<file path="src/clkPkg.sv">
// Shared widths, function codes and readback selects for the clock controller
// Load and readback select values share the DS_W wide diagnostic select field
`default_nettype none

package clkPkg;

  // Diagnostic select field
  localparam int DS_W = 3;
  // Load data nibble, EBUS data bits 32 to 35 with bit 35 as LSB
  localparam int LOAD_W = 4;
  // Readback bus
  localparam int READ_W = 6;
  localparam int BURST_W = 8;
  // Rate select and source select share this width
  localparam int RATE_W = 2;
  // CRAM time field
  localparam int TIME_W = 2;

  // Divider counter covers the slowest rate, 2**(2**RATE_W - 1) cycles
  localparam int DIV_W = 2 ** RATE_W - 1;

  // EBUS reset stretch
  localparam int EBUS_RESET_CYCLES = 16;
  localparam int EBUS_RESET_W = $clog2(EBUS_RESET_CYCLES + 1);

  // Control function codes, valid with the control strobe
  // Codes 0, 3 and 4 decode to nothing
  typedef enum logic [DS_W-1:0] {
    FN_START       = 3'd1,
    FN_SINGLE_STEP = 3'd2,
    FN_BURST       = 3'd5,
    FN_CLR_RESET   = 3'd6,
    FN_SET_RESET   = 3'd7
  } funcCode;

  // Load function numbers, valid with the load strobe
  localparam logic [DS_W-1:0] LD_BURST_LSB   = 3'd2;
  localparam logic [DS_W-1:0] LD_BURST_MSB   = 3'd3;
  localparam logic [DS_W-1:0] LD_RATE_SOURCE = 3'd4;
  localparam logic [DS_W-1:0] LD_EBOX_DIS    = 3'd5;

  // Readback selects, 4 to 7 read as zero
  localparam logic [DS_W-1:0] RD_BURST_MSB   = 3'd0;
  localparam logic [DS_W-1:0] RD_BURST_LSB   = 3'd1;
  localparam logic [DS_W-1:0] RD_RUN_STATUS  = 3'd2;
  localparam logic [DS_W-1:0] RD_EBOX_STATUS = 3'd3;

endpackage

`default_nettype wire

</file>
<file path="src/funcBus.sv">
// Decoded diagnostic function pulses, each high for one MAIN_SOURCE cycle
// No handshake; loadData is only meaningful in a pulse cycle
`default_nettype none

interface funcBus;
  import clkPkg::*;

  // Control function pulses
  logic start;
  logic singleStep;
  logic burst;
  logic clrReset;
  logic setReset;

  // Load function pulses
  logic ldBurstLsb;
  logic ldBurstMsb;
  logic ldRateSource;
  logic ldEboxDis;

  // Load nibble, valid with a load pulse
  logic [LOAD_W-1:0] loadData;

  modport decoder (
    output start,
    output singleStep,
    output burst,
    output clrReset,
    output setReset,
    output ldBurstLsb,
    output ldBurstMsb,
    output ldRateSource,
    output ldEboxDis,
    output loadData
  );

  modport consumer (
    input start,
    input singleStep,
    input burst,
    input clrReset,
    input setReset,
    input ldBurstLsb,
    input ldBurstMsb,
    input ldRateSource,
    input ldEboxDis,
    input loadData
  );

endinterface

`default_nettype wire

</file>
<file path="src/burstCounter.sv">
// Nibble-loaded burst count; decrements per burst gatedEn pulse and stops at zero
// A load in the same cycle as a decrement wins
`default_nettype none

module burstCounter (
  input  logic                       MAIN_SOURCE,
  input  logic                       CLK,
  funcBus.consumer                   fb,
  input  logic                       burstRun,
  input  logic                       gatedEn,
  output logic [clkPkg::BURST_W-1:0] count
);
  import clkPkg::*;

  logic countDown;

  // Only burst pulses consume the count
  assign countDown = burstRun & gatedEn & (count != '0);

  always_ff @(posedge MAIN_SOURCE or posedge CLK) begin
    if (CLK) begin
      count <= '0;
    end else if (fb.ldBurstLsb) begin
      // Low nibble
      count[LOAD_W-1:0] <= fb.loadData;
    end else if (fb.ldBurstMsb) begin
      // High nibble
      count[BURST_W-1:LOAD_W] <= fb.loadData;
    end else if (countDown) begin
      count <= count - 1'b1;
    end
  end

endmodule

`default_nettype wire

</file>
<file path="src/clockControl.sv">
// Diagnostic clock controller, single MAIN_SOURCE domain with async reset CLK
// No three-state drive; readData is zero while readDriving is low
`default_nettype none

module clockControl (
  input  logic                      MAIN_SOURCE,
  input  logic                      CLK,
  input  logic                      diagCtlFunc,
  input  logic                      diagLdFunc,
  input  logic                      diagReadFunc,
  input  logic [clkPkg::DS_W-1:0]   ds,
  input  logic [clkPkg::LOAD_W-1:0] data,
  input  logic [clkPkg::TIME_W-1:0] timeField,
  input  logic                      mboxWait,
  output logic                      gatedEn,
  output logic                      eboxClk,
  output logic                      clkCrm,
  output logic                      clkEdp,
  output logic                      clkCtl,
  output logic                      mrReset,
  output logic                      ebusReset,
  output logic [clkPkg::READ_W-1:0] readData,
  output logic                      readDriving
);
  import clkPkg::*;

  logic [BURST_W-1:0] count;
  logic               burstZero;
  logic               go;
  logic               burstRun;
  logic [RATE_W-1:0]  rateSel;
  logic [RATE_W-1:0]  sourceSel;
  logic [2:0]         eboxDis;

  // Decoded function pulses
  funcBus fb ();

  assign burstZero = (count == '0);

  diagFunctionDecoder decoder_i (
    .MAIN_SOURCE (MAIN_SOURCE),
    .CLK         (CLK),
    .diagCtlFunc (diagCtlFunc),
    .diagLdFunc  (diagLdFunc),
    .ds          (ds),
    .data        (data),
    .fb          (fb.decoder)
  );

  resetControl reset_i (
    .MAIN_SOURCE (MAIN_SOURCE),
    .CLK         (CLK),
    .fb          (fb.consumer),
    .mrReset     (mrReset),
    .ebusReset   (ebusReset)
  );

  burstCounter burst_i (
    .MAIN_SOURCE (MAIN_SOURCE),
    .CLK         (CLK),
    .fb          (fb.consumer),
    .burstRun    (burstRun),
    .gatedEn     (gatedEn),
    .count       (count)
  );

  clockGate gate_i (
    .MAIN_SOURCE (MAIN_SOURCE),
    .CLK         (CLK),
    .fb          (fb.consumer),
    .burstZero   (burstZero),
    .gatedEn     (gatedEn),
    .go          (go),
    .burstRun    (burstRun),
    .rateSel     (rateSel),
    .sourceSel   (sourceSel)
  );

  eboxSync sync_i (
    .MAIN_SOURCE (MAIN_SOURCE),
    .CLK         (CLK),
    .fb          (fb.consumer),
    .gatedEn     (gatedEn),
    .mrReset     (mrReset),
    .timeField   (timeField),
    .mboxWait    (mboxWait),
    .eboxClk     (eboxClk),
    .clkCrm      (clkCrm),
    .clkEdp      (clkEdp),
    .clkCtl      (clkCtl),
    .eboxDis     (eboxDis)
  );

  diagReadback readback_i (
    .diagReadFunc (diagReadFunc),
    .ds           (ds),
    .count        (count),
    .go           (go),
    .burstRun     (burstRun),
    .mrReset      (mrReset),
    .ebusReset    (ebusReset),
    .rateSel      (rateSel),
    .sourceSel    (sourceSel),
    .eboxDis      (eboxDis),
    .eboxClk      (eboxClk),
    .readData     (readData),
    .readDriving  (readDriving)
  );

endmodule

`default_nettype wire

</file>
<file path="src/clockGate.sv">
// Rate divider is free running, so the first tick after START falls anywhere in the period
// sourceSel is stored for readback only; there is a single clock
`default_nettype none

module clockGate (
  input  logic                      MAIN_SOURCE,
  input  logic                      CLK,
  funcBus.consumer                  fb,
  input  logic                      burstZero,
  output logic                      gatedEn,
  output logic                      go,
  output logic                      burstRun,
  output logic [clkPkg::RATE_W-1:0] rateSel,
  output logic [clkPkg::RATE_W-1:0] sourceSel
);
  import clkPkg::*;

  logic [DIV_W-1:0] divCnt;
  logic [DIV_W-1:0] rateMask;
  logic             rateTick;
  logic             stepPend;

  // Rate and source select, data bits 32-33 source and 34-35 rate
  always_ff @(posedge MAIN_SOURCE or posedge CLK) begin
    if (CLK) begin
      rateSel   <= '0;
      sourceSel <= '0;
    end else if (fb.ldRateSource) begin
      sourceSel <= fb.loadData[LOAD_W-1:RATE_W];
      rateSel   <= fb.loadData[RATE_W-1:0];
    end
  end

  // Tick when the low rateSel bits of the divider are all zero
  assign rateMask = ~({DIV_W{1'b1}} << rateSel);
  assign rateTick = ((divCnt & rateMask) == '0);

  always_ff @(posedge MAIN_SOURCE or posedge CLK) begin
    if (CLK) begin
      divCnt <= '0;
    end else begin
      divCnt <= divCnt + 1'b1;
    end
  end

  // Run mode state
  always_ff @(posedge MAIN_SOURCE or posedge CLK) begin
    if (CLK) begin
      go       <= 1'b0;
      burstRun <= 1'b0;
      stepPend <= 1'b0;
    end else begin
      if (fb.start) begin
        go <= 1'b1;
      end else if (fb.singleStep || fb.burst) begin
        go <= 1'b0;
      end
      // Burst ends once the count has run out
      if (fb.burst) begin
        burstRun <= 1'b1;
      end else if (fb.start || fb.singleStep || burstZero) begin
        burstRun <= 1'b0;
      end
      // Single step gives one enable, rate ignored
      stepPend <= fb.singleStep;
    end
  end

  assign gatedEn = (rateTick & go) | (rateTick & burstRun & ~burstZero) | stepPend;

endmodule

`default_nettype wire

</file>
<file path="src/diagFunctionDecoder.sv">
// Strobes, ds and data must stay stable until funcGate, two cycles after the strobe rises
// Only one strobe is expected active at a time
`default_nettype none

module diagFunctionDecoder (
  input  logic                      MAIN_SOURCE,
  input  logic                      CLK,
  input  logic                      diagCtlFunc,
  input  logic                      diagLdFunc,
  input  logic [clkPkg::DS_W-1:0]   ds,
  input  logic [clkPkg::LOAD_W-1:0] data,
  funcBus.decoder                   fb
);
  import clkPkg::*;

  logic anyFunc;
  logic anyFuncQ;
  logic funcRise;
  logic syncA;
  logic funcGate;

  // Either strobe starts a function
  assign anyFunc  = diagCtlFunc | diagLdFunc;
  assign funcRise = anyFunc & ~anyFuncQ;

  // Edge detect then two-stage delay to funcGate
  always_ff @(posedge MAIN_SOURCE or posedge CLK) begin
    if (CLK) begin
      anyFuncQ <= 1'b0;
      syncA    <= 1'b0;
      funcGate <= 1'b0;
    end else begin
      anyFuncQ <= anyFunc;
      syncA    <= funcRise;
      funcGate <= syncA;
    end
  end

  // One-hot decode in the funcGate cycle
  always_comb begin
    fb.start        = 1'b0;
    fb.singleStep   = 1'b0;
    fb.burst        = 1'b0;
    fb.clrReset     = 1'b0;
    fb.setReset     = 1'b0;
    fb.ldBurstLsb   = 1'b0;
    fb.ldBurstMsb   = 1'b0;
    fb.ldRateSource = 1'b0;
    fb.ldEboxDis    = 1'b0;
    if (funcGate && diagCtlFunc) begin
      // EBOX_SS and COND_SS codes fall into default
      case (funcCode'(ds))
        FN_START:       fb.start      = 1'b1;
        FN_SINGLE_STEP: fb.singleStep = 1'b1;
        FN_BURST:       fb.burst      = 1'b1;
        FN_CLR_RESET:   fb.clrReset   = 1'b1;
        FN_SET_RESET:   fb.setReset   = 1'b1;
        default: ;
      endcase
    end else if (funcGate && diagLdFunc) begin
      case (ds)
        LD_BURST_LSB:   fb.ldBurstLsb   = 1'b1;
        LD_BURST_MSB:   fb.ldBurstMsb   = 1'b1;
        LD_RATE_SOURCE: fb.ldRateSource = 1'b1;
        LD_EBOX_DIS:    fb.ldEboxDis    = 1'b1;
        default: ;
      endcase
    end
  end

  // Data nibble passes straight through
  assign fb.loadData = data;

endmodule

`default_nettype wire

</file>
<file path="src/diagReadback.sv">
// Combinational readback; zeros on the bus when no read is active
`default_nettype none

module diagReadback (
  input  logic                       diagReadFunc,
  input  logic [clkPkg::DS_W-1:0]    ds,
  input  logic [clkPkg::BURST_W-1:0] count,
  input  logic                       go,
  input  logic                       burstRun,
  input  logic                       mrReset,
  input  logic                       ebusReset,
  input  logic [clkPkg::RATE_W-1:0]  rateSel,
  input  logic [clkPkg::RATE_W-1:0]  sourceSel,
  input  logic [2:0]                 eboxDis,
  input  logic                       eboxClk,
  output logic [clkPkg::READ_W-1:0]  readData,
  output logic                       readDriving
);
  import clkPkg::*;

  assign readDriving = diagReadFunc;

  always_comb begin
    readData = '0;
    if (diagReadFunc) begin
      case (ds)
        // Count nibbles, upper bits zero
        RD_BURST_MSB: readData = {{(READ_W - LOAD_W){1'b0}}, count[BURST_W-1:LOAD_W]};
        RD_BURST_LSB: readData = {{(READ_W - LOAD_W){1'b0}}, count[LOAD_W-1:0]};
        // Run bit reads inverted, as on the clock board
        RD_RUN_STATUS: begin
          readData = {~go, burstRun, sourceSel, mrReset, ebusReset};
        end
        // Rate, then crm edp ctl disables, then EBOX clock
        RD_EBOX_STATUS: begin
          readData = {rateSel, eboxDis[2], eboxDis[1], eboxDis[0], eboxClk};
        end
        default: readData = '0;
      endcase
    end
  end

endmodule

`default_nettype wire

</file>
<file path="src/eboxSync.sv">
// Phase counts gatedEn pulses up to timeField; a larger phase wraps round to reach it
// eboxClk is combinational and held off by MBOX wait and machine reset
`default_nettype none

module eboxSync (
  input  logic                      MAIN_SOURCE,
  input  logic                      CLK,
  funcBus.consumer                  fb,
  input  logic                      gatedEn,
  input  logic                      mrReset,
  input  logic [clkPkg::TIME_W-1:0] timeField,
  input  logic                      mboxWait,
  output logic                      eboxClk,
  output logic                      clkCrm,
  output logic                      clkEdp,
  output logic                      clkCtl,
  output logic [2:0]                eboxDis
);
  import clkPkg::*;

  logic [TIME_W-1:0] phase;
  logic              phaseMatch;

  // Disables from data bits 33-35, crm edp ctl
  always_ff @(posedge MAIN_SOURCE or posedge CLK) begin
    if (CLK) begin
      eboxDis <= '0;
    end else if (fb.ldEboxDis) begin
      eboxDis <= fb.loadData[2:0];
    end
  end

  assign phaseMatch = (phase == timeField);
  assign eboxClk    = gatedEn & phaseMatch & ~mboxWait & ~mrReset;

  // Phase sync counter
  always_ff @(posedge MAIN_SOURCE or posedge CLK) begin
    if (CLK) begin
      phase <= '0;
    end else if (eboxClk) begin
      phase <= '0;
    end else if (gatedEn && !phaseMatch) begin
      phase <= phase + 1'b1;
    end
    // Otherwise hold at timeField, waiting on MBOX or reset
  end

  // Per-section enables
  assign clkCrm = eboxClk & ~eboxDis[2];
  assign clkEdp = eboxClk & ~eboxDis[1];
  assign clkCtl = eboxClk & ~eboxDis[0];

endmodule

`default_nettype wire

</file>
<file path="src/resetControl.sv">
// mrReset comes up set; ebusReset stretches EBUS_RESET_CYCLES past reset or SET_RESET
`default_nettype none

module resetControl (
  input  logic      MAIN_SOURCE,
  input  logic      CLK,
  funcBus.consumer  fb,
  output logic      mrReset,
  output logic      ebusReset
);
  import clkPkg::*;

  logic [EBUS_RESET_W-1:0] stretchCnt;

  // Machine reset flip-flop
  always_ff @(posedge MAIN_SOURCE or posedge CLK) begin
    if (CLK) begin
      mrReset <= 1'b1;
    end else if (fb.setReset) begin
      mrReset <= 1'b1;
    end else if (fb.clrReset) begin
      mrReset <= 1'b0;
    end
  end

  // Stretch counter, held loaded during reset
  always_ff @(posedge MAIN_SOURCE or posedge CLK) begin
    if (CLK) begin
      stretchCnt <= EBUS_RESET_W'(EBUS_RESET_CYCLES);
    end else if (fb.setReset) begin
      stretchCnt <= EBUS_RESET_W'(EBUS_RESET_CYCLES);
    end else if (stretchCnt != '0) begin
      stretchCnt <= stretchCnt - 1'b1;
    end
  end

  // High while any count remains
  assign ebusReset = (stretchCnt != '0);

endmodule

`default_nettype wire

</file>
<file path="config.mk">
export PLATFORM = sky130hd
export DESIGN_NAME = clockControl
export DESIGN_NICKNAME = d
export VERILOG_FILES = /design/src/clkPkg.sv /design/src/funcBus.sv /design/src/burstCounter.sv /design/src/clockControl.sv /design/src/clockGate.sv /design/src/diagFunctionDecoder.sv /design/src/diagReadback.sv /design/src/eboxSync.sv /design/src/resetControl.sv
export SDC_FILE = /design/constraint.sdc
export NUM_CORES = 1
export LEC_CHECK = 0
export BUFFER_PORTS_ARGS = -buffer_cell sky130_fd_sc_hd__buf_4
export CAP_MARGIN = 30
export CORE_MARGIN = 3
export CORE_UTILIZATION = 40
export DETAILED_ROUTE_END_ITERATION = 16
export SLEW_MARGIN = 40
export SYNTH_ARGS = -nofsm -noshare
export SYNTH_HDL_FRONTEND = slang
export SYNTH_HIERARCHICAL = 1
export SYNTH_SLANG_ARGS = --single-unit
</file>
<file path="constraint.sdc">
create_clock -name MAIN_SOURCE -period 3.1 [get_ports MAIN_SOURCE]
set_input_delay 0.155 -clock MAIN_SOURCE [delete_from_list [all_inputs] [get_ports MAIN_SOURCE]]
set_output_delay 0.155 -clock MAIN_SOURCE [all_outputs]
set_load 0.01 [all_outputs]
</file>
==> results of run 1 <==
[power breakdown]
| part | internal (µW) | total (µW) | switching (µW) |
|---|---|---|---|
| clock | 156 | 311 | 155 |
| sequential | 528 | 659 | 130 |
| combinational | 282 | 550 | 268 |
[through the flow]
step	util (%)	setup slack [ns]	area (µm²)	power, µW
after floorplan	-	0.935	1950	1070
after global placement	48.6	0.739	2200	1210
after detailed placement	48.6	0.601	2200	1200
after CTS	50.7	0.289	2300	1530
after global routing	50.7	0.123	2300	1630
final	50.7	0.296	2300	1520
[worst paths after layout]
| check | from | end | slack (ns) | depth (start not counted) |
|---|---|---|---|---|
| setup / recovery | burst_i/count[3] | readData[0] | 0.30 | 10 |
| hold / removal | diagLdFunc | decoder_i/anyFuncQ | 0.11 | 2 |
| setup reg to reg | burst_i/count[3] | burst_i/count[6] | 0.64 | 9 |
| hold reg to reg | decoder_i/syncA | decoder_i/funcGate | 0.36 | 0 |
| max in group asynchronous | CLK | gate_i/rateSel[0] | 2.39 | 3 |
| min in group asynchronous | CLK | decoder_i/syncA | 0.34 | 3 |
[cell families (layout without fill, tap and decap cells)]
logic type / after synthesis / after routing
simple gates: 77 / 77
xor+xnor: 7 / 7
mux: 16 / 16
buf+inv: 24 / 54
fa+ha+maj: 4 / 4
compound gates: 42 / 42
flops: 32 / 32
[synthesized netlist by cell type, types with 3 or more instances]
cell type	instances
a21o_1	3
a21oi_1	9
a22o_1	3
buf_4	6
dfrtp_1	30
ha_1	4
inv_1	15
mux2_2	6
mux2i_1	10
nand2_1	18
nand2b_1	4
nand3b_1	5
nor2_1	16
nor2b_1	5
nor3_1	5
o21ai_0	7
o21ai_1	3
o22ai_1	3
xnor2_1	5
[worst max-delay path, stage by stage, from the launching register on]
cell and delay [ns]:
dfrtp_1 0.49, or4_1 0.52, nor2_1 0.12, nor2b_1 0.07
o221ai_1 0.17, nand2b_1 0.27, nand4_1 0.23, inv_1 0.08
mux2i_1 0.14, o22ai_1 0.10, buf_4 0.16
[layout by cell type (no fill, tap or decap), types with 3 or more instances in the layout]
master / instances
nor3_1: 5
a21o_1: 3
clkbuf_8: 5
mux2i_1: 10
o21ai_0: 7
ha_1: 4
buf_4: 30
nor2_1: 16
xnor2_1: 5
o22ai_1: 3
nand2_1: 18
dfrtp_1: 30
nand2b_1: 4
a21oi_1: 9
nand3b_1: 5
nor2b_1: 5
mux2_2: 6
o21ai_1: 3
a22o_1: 3
inv_1: 15
[routing by layer]
layer | vias up | GRT usage [%] | wire (µm)
li1 | 774 | - | -
met1 | 735 | 23.5 | 2160
met2 | 44 | 22.5 | 1880
met3 | 5 | 3.43 | 242
met4 | 0 | 5.63 | 57
met5 | - | 0 | 0
[flip-flops by register name, summed over array words and instances, names as in the netlist, 2 cells and up]
| name | count |
|---|---|
| gate_i/divCnt | 3 |
| sync_i/eboxDis | 3 |
| gate_i/sourceSel | 2 |
| sync_i/phase | 2 |
| burst_i/count | 8 |
| gate_i/rateSel | 2 |
| reset_i/stretchCnt | 5 |
[layout make-up]
| cell class | count | area [µm²] | area share [%] |
|---|---|---|---|
| Sequential cell | 32 | 803 | 34.9 |
| Clock buffer | 5 | 68.8 | 2.99 |
| Multi-Input combinational cell | 146 | 1040 | 45.0 |
| Clock inverter | 3 | 18.8 | 0.816 |
| Tap cell | 65 | 81.3 | 3.54 |
| Inverter | 15 | 56.3 | 2.45 |
| Timing Repair Buffer | 31 | 235 | 10.2 |
==> impl_metrics.toml, run 1 <==
[cts]
clk_pin_slew_ns = 0.07
postCtsSetupRepairBufs = 0
holdBufCountCts = 1
cts_tree = "built"
numCtsBuffers = 5
cts.htree.levels = 2
clock_latency_ns = 0.28
cts.sinks = 32
cts_resized = 0
clock_path_buffers = 2
cts-root-buf = "clkbuf_8"

[routing]
vias = 1558
vias_per_cell = 5.25
drtIter0Drc = 73
wirelength_um = 4340
wl_per_cell_um = 14.6
drt_first_pass_iters = 4
detail-route-antenna-nets = 0
drcViolationCount = 0

[grt]
grt_pass1_wl_um = 6820
grt_start_max_net_pins = 18
grt_pass1_vias = 1418
antenna_found_initial = 0
grt_usage_pct = 15.8
gr-total-overflow = 0

[min_path]
holdCritPathClass = "input pin to flip-flop"

[floorplan]
ios = 29
initial_core_util_pct = 43.1
design.core.area_mm2 = 0.00453
dieWidth_um = 75.9
row_count = 24
die_h_um = 75.9
die-area_mm2 = 0.00576

[synthesis]
synthSimpleGateAreaFrac_pct = 23.4
synth.area.top_cells = "dfrtp_1, mux2i_1, nand2_1, mux2_2, nor2_1"
synth_compound_area_share_pct = 15.0
syn_area_per_cell_um2 = 9.67
yosysUniqueCellTypes = 53
synth_fa_ha_area_share_pct = 2.56
synth_nets = 221
post-synth-top-area-fraction_pct = 38.4
seq_area_frac_synth_pct = 41.1
ys_ff_latch = 32
synth_top_family_by_area = "simple AND/OR/NAND/NOR gates"
syn-cell-area_mm2 = 0.00195
synthXorXnorAreaFrac_pct = 3.14
ys_async_sr_fraction_pct = 100
ys.flop_type = "dfrtp_1"
yosysTopAreaCell = "dfrtp_1"
syn_inst = 202
synth_edf_count = 0
synthMuxAreaShare_pct = 8.58
yosysWarningCount = 6

[worst_setup_path]
cp_max_fo = 10
cp.required_ns = 2.94
startpoint_type = "flip-flop"
arrival_ns = 2.65
end_kind = "output pin"
crit_type = "flip-flop to output pin"

[timing]
finalSetupTns_ns = 0
fin_skew_ns = 0.00483
tightestPinTransition_ns = 0.604
slew_headroom_pct = 59.4
setup_viol = 0
fmax_ghz = 0.357
worst_hold_slack_ns = 0.106
rsz0062_at_grt = "false"
hold_violations = 0
fin_crit_ns = 2.80
slew_viol_final = 0
post-route-period-util_pct = 90.5

[place]
gp_congestion = 0.867
place.detailed.hpwl_um = 3310
io_buffers = 28
dp.cells = 288

[flow_run]
cap_violations = 0

[finish]
fillers = 430
area_growth_pct = 17.7
diodes = 0
fin_nets = 250
final_cell_count_no_fill = 297
drive_above_1_share_pct = 25.0

[status]
status = "finished clean"

[power]
vdd_drop_max_mv = 0.282
p_leak_uw = 0.00107
power.density_mw_per_mm2 = 661
Note: power is estimated with default switching activity, not from simulation.
==> run 2, diff against run 1 <==
- CORE_MARGIN: 3 -> 2
- CTS_BUF_LIST: default -> sky130_fd_sc_hd__clkbuf_16
==> run 2 against run 1 <==
Compared with the run above: register-to-register slack hardly changed; global-route usage is 2.4 points higher; clock-buffer cell count stayed put; combinational power is 2% lower; final cell count is 0.67% higher; flip-flop and latch count stayed put; largest power group unchanged.
==> impl_metrics.toml, run 2 (synthesis gave the netlist of run 1 again) <==
[status]
status = "finished clean"

[worst_setup_path]
max_stage_delay_ns = 0.51
crit_type = "flip-flop to output pin"
crit_chain = "or4_1, nor2_1, nor2b_1, o221ai_1, nand2b_1, nand4_1, inv_1, mux2i_1, o22ai_1, buf_4"
arrival_ns = 2.63
startpoint_type = "flip-flop"
cp_slowest_cell = "or4_1"
cp_max_fo = 10
cp.required_ns = 2.94
end_kind = "output pin"
r2r_cells = 9

[timing]
rsz0062_at_grt = "false"
hold_violations = 0
fin_skew_ns = 0.00189
slew_viol_final = 0
tightestPinTransition_ns = 0.682
post-route-period-util_pct = 89.8
fin_crit_ns = 2.78
fmax_ghz = 0.359
setup_viol = 0
finalSetupTns_ns = 0
slew_headroom_pct = 53.9

[cts]
clock_path_buffers = 2
cts.htree.levels = 2
cts_tree = "built"
postCtsSetupRepairBufs = 0
cts.sinks = 32
cts-root-buf = "clkbuf_16"
clk_pin_slew_ns = 0.05
holdBufCountCts = 1
cts_resized = 0
clock_latency_ns = 0.28
numCtsBuffers = 5

[finish]
reg_top3 = "burst_i/count: 8 flops, reset_i/stretchCnt: 5 flops"
layout.cell_area.non_filler_mm2 = 0.00238
regMostFlops = "burst_i/count"
fillers = 460
fin_util_pct = 50.4
final_cell_mix = "dfrtp_1, buf_4, nand2_1"
largest_reg_flops = 8
area_growth_pct = 21.8
drive_above_1_share_pct = 24.6
fin_nets = 250
diodes = 0

[power]
switchingPower_uw = 568
power.density_mw_per_mm2 = 737
p_leak_uw = 0.00111
clkPwrFrac_pct = 31.3
p_seq_share_pct = 37.8
combPwrFrac_pct = 30.9
swShare_pct = 32.4
vdd_drop_max_mv = 0.246
internal-power_uw = 1180

[min_path]
holdCritPathClass = "input pin to flip-flop"
whs_path_depth = 2

[place]
io_buffers = 28
placed_cell_area_mm2 = 0.00220
place.detailed.hpwl_um = 3320
gp_congestion = 0.818

[routing]
wl_per_cell_um = 14.8
vias_per_cell = 5.14
drtIter0Drc = 90
drt_first_pass_iters = 4
drcViolationCount = 0
wirelength_um = 4440
vias = 1537
detail-route-antenna-nets = 0

[floorplan]
design.core.area_mm2 = 0.00472
die_h_um = 73.9
ios = 29
initial_core_util_pct = 41.4
dieWidth_um = 73.9
die-area_mm2 = 0.00546
row_count = 25

[grt]
grt_pass1_wl_um = 7290
antenna_found_initial = 0
grt_pass1_vias = 1476
gr-total-overflow = 0
grt_usage_pct = 18.2
grt_start_max_net_pins = 18

[flow_run]
cap_violations = 0
[run 2: cell count changes in the layout (fill, tap and decap cells not counted)]
cell | before | now
bufinv_16 | 0 | 1
clkinv_4 | 1 | 0
clkbuf_8 | 5 | 0
clkbuf_16 | 0 | 5
clkinv_2 | 2 | 1
inv_1 | 15 | 16
[run 2: area by class of cell]
type | count | area (µm²) | area share, %
well taps | 67 | 83.8 | 3.52
clock buffers | 5 | 125 | 5.26
multi-input cells | 146 | 1040 | 43.6
clock inverters | 3 | 38.8 | 1.63
inverters | 15 | 56.3 | 2.37
flip-flops and latches | 32 | 803 | 33.8
repair buffers | 31 | 235 | 9.89
[run 2: layer usage]
metal	global-route usage (%)	routed length, µm	up-vias
met5	0	0	-
li1	-	-	772
met1	26.2	2170	728
met3	4.94	205	6
met2	26.4	2000	31
met4	6.06	65	0
[run 2: stage by stage]
step | hold WS (ns) | setup WS [ns] | total power [µW] | instances
2_1_floorplan | -0.0914 | 0.935 | 1070 | 202
3_3_place_gp | 0.0759 | 0.679 | 1200 | 290
3_5_place_dp | 0.0797 | 0.622 | 1210 | 290
4_1_cts | 0.104 | 0.324 | 1770 | 299
5_1_grt | 0.114 | 0.125 | 1870 | 299
6_report | 0.111 | 0.317 | 1750 | 299
[run 2: critical path, delay by kind of cell, from the launching register on]
family	cells	cell delay [ns]
flops	1	0.49
buf+inv	2	0.23
mux	1	0.15
compound gates	2	0.27
simple gates	5	1.21
[run 2: worst paths after layout]
kind	start	endpoint	slack, ns
worst min register to register	decoder_i/syncA	decoder_i/funcGate	0.35
min in group asynchronous	CLK	decoder_i/anyFuncQ	0.35
worst max-delay path	burst_i/count[3]	readData[0]	0.32
worst min-delay path	diagLdFunc	decoder_i/anyFuncQ	0.11
max in group asynchronous	CLK	gate_i/rateSel[0]	2.38
worst max register to register	burst_i/count[3]	burst_i/count[6]	0.63
[run 2: power by group through the flow]
stage / registers (µW) / clock network [µW] / logic (µW)
finish: 662 / 549 / 541
global route: 685 / 579 / 603
CTS: 662 / 561 / 544
detailed placement: 669 / 0 / 538
global placement: 662 / 0 / 541
floorplan: 633 / 0 / 434
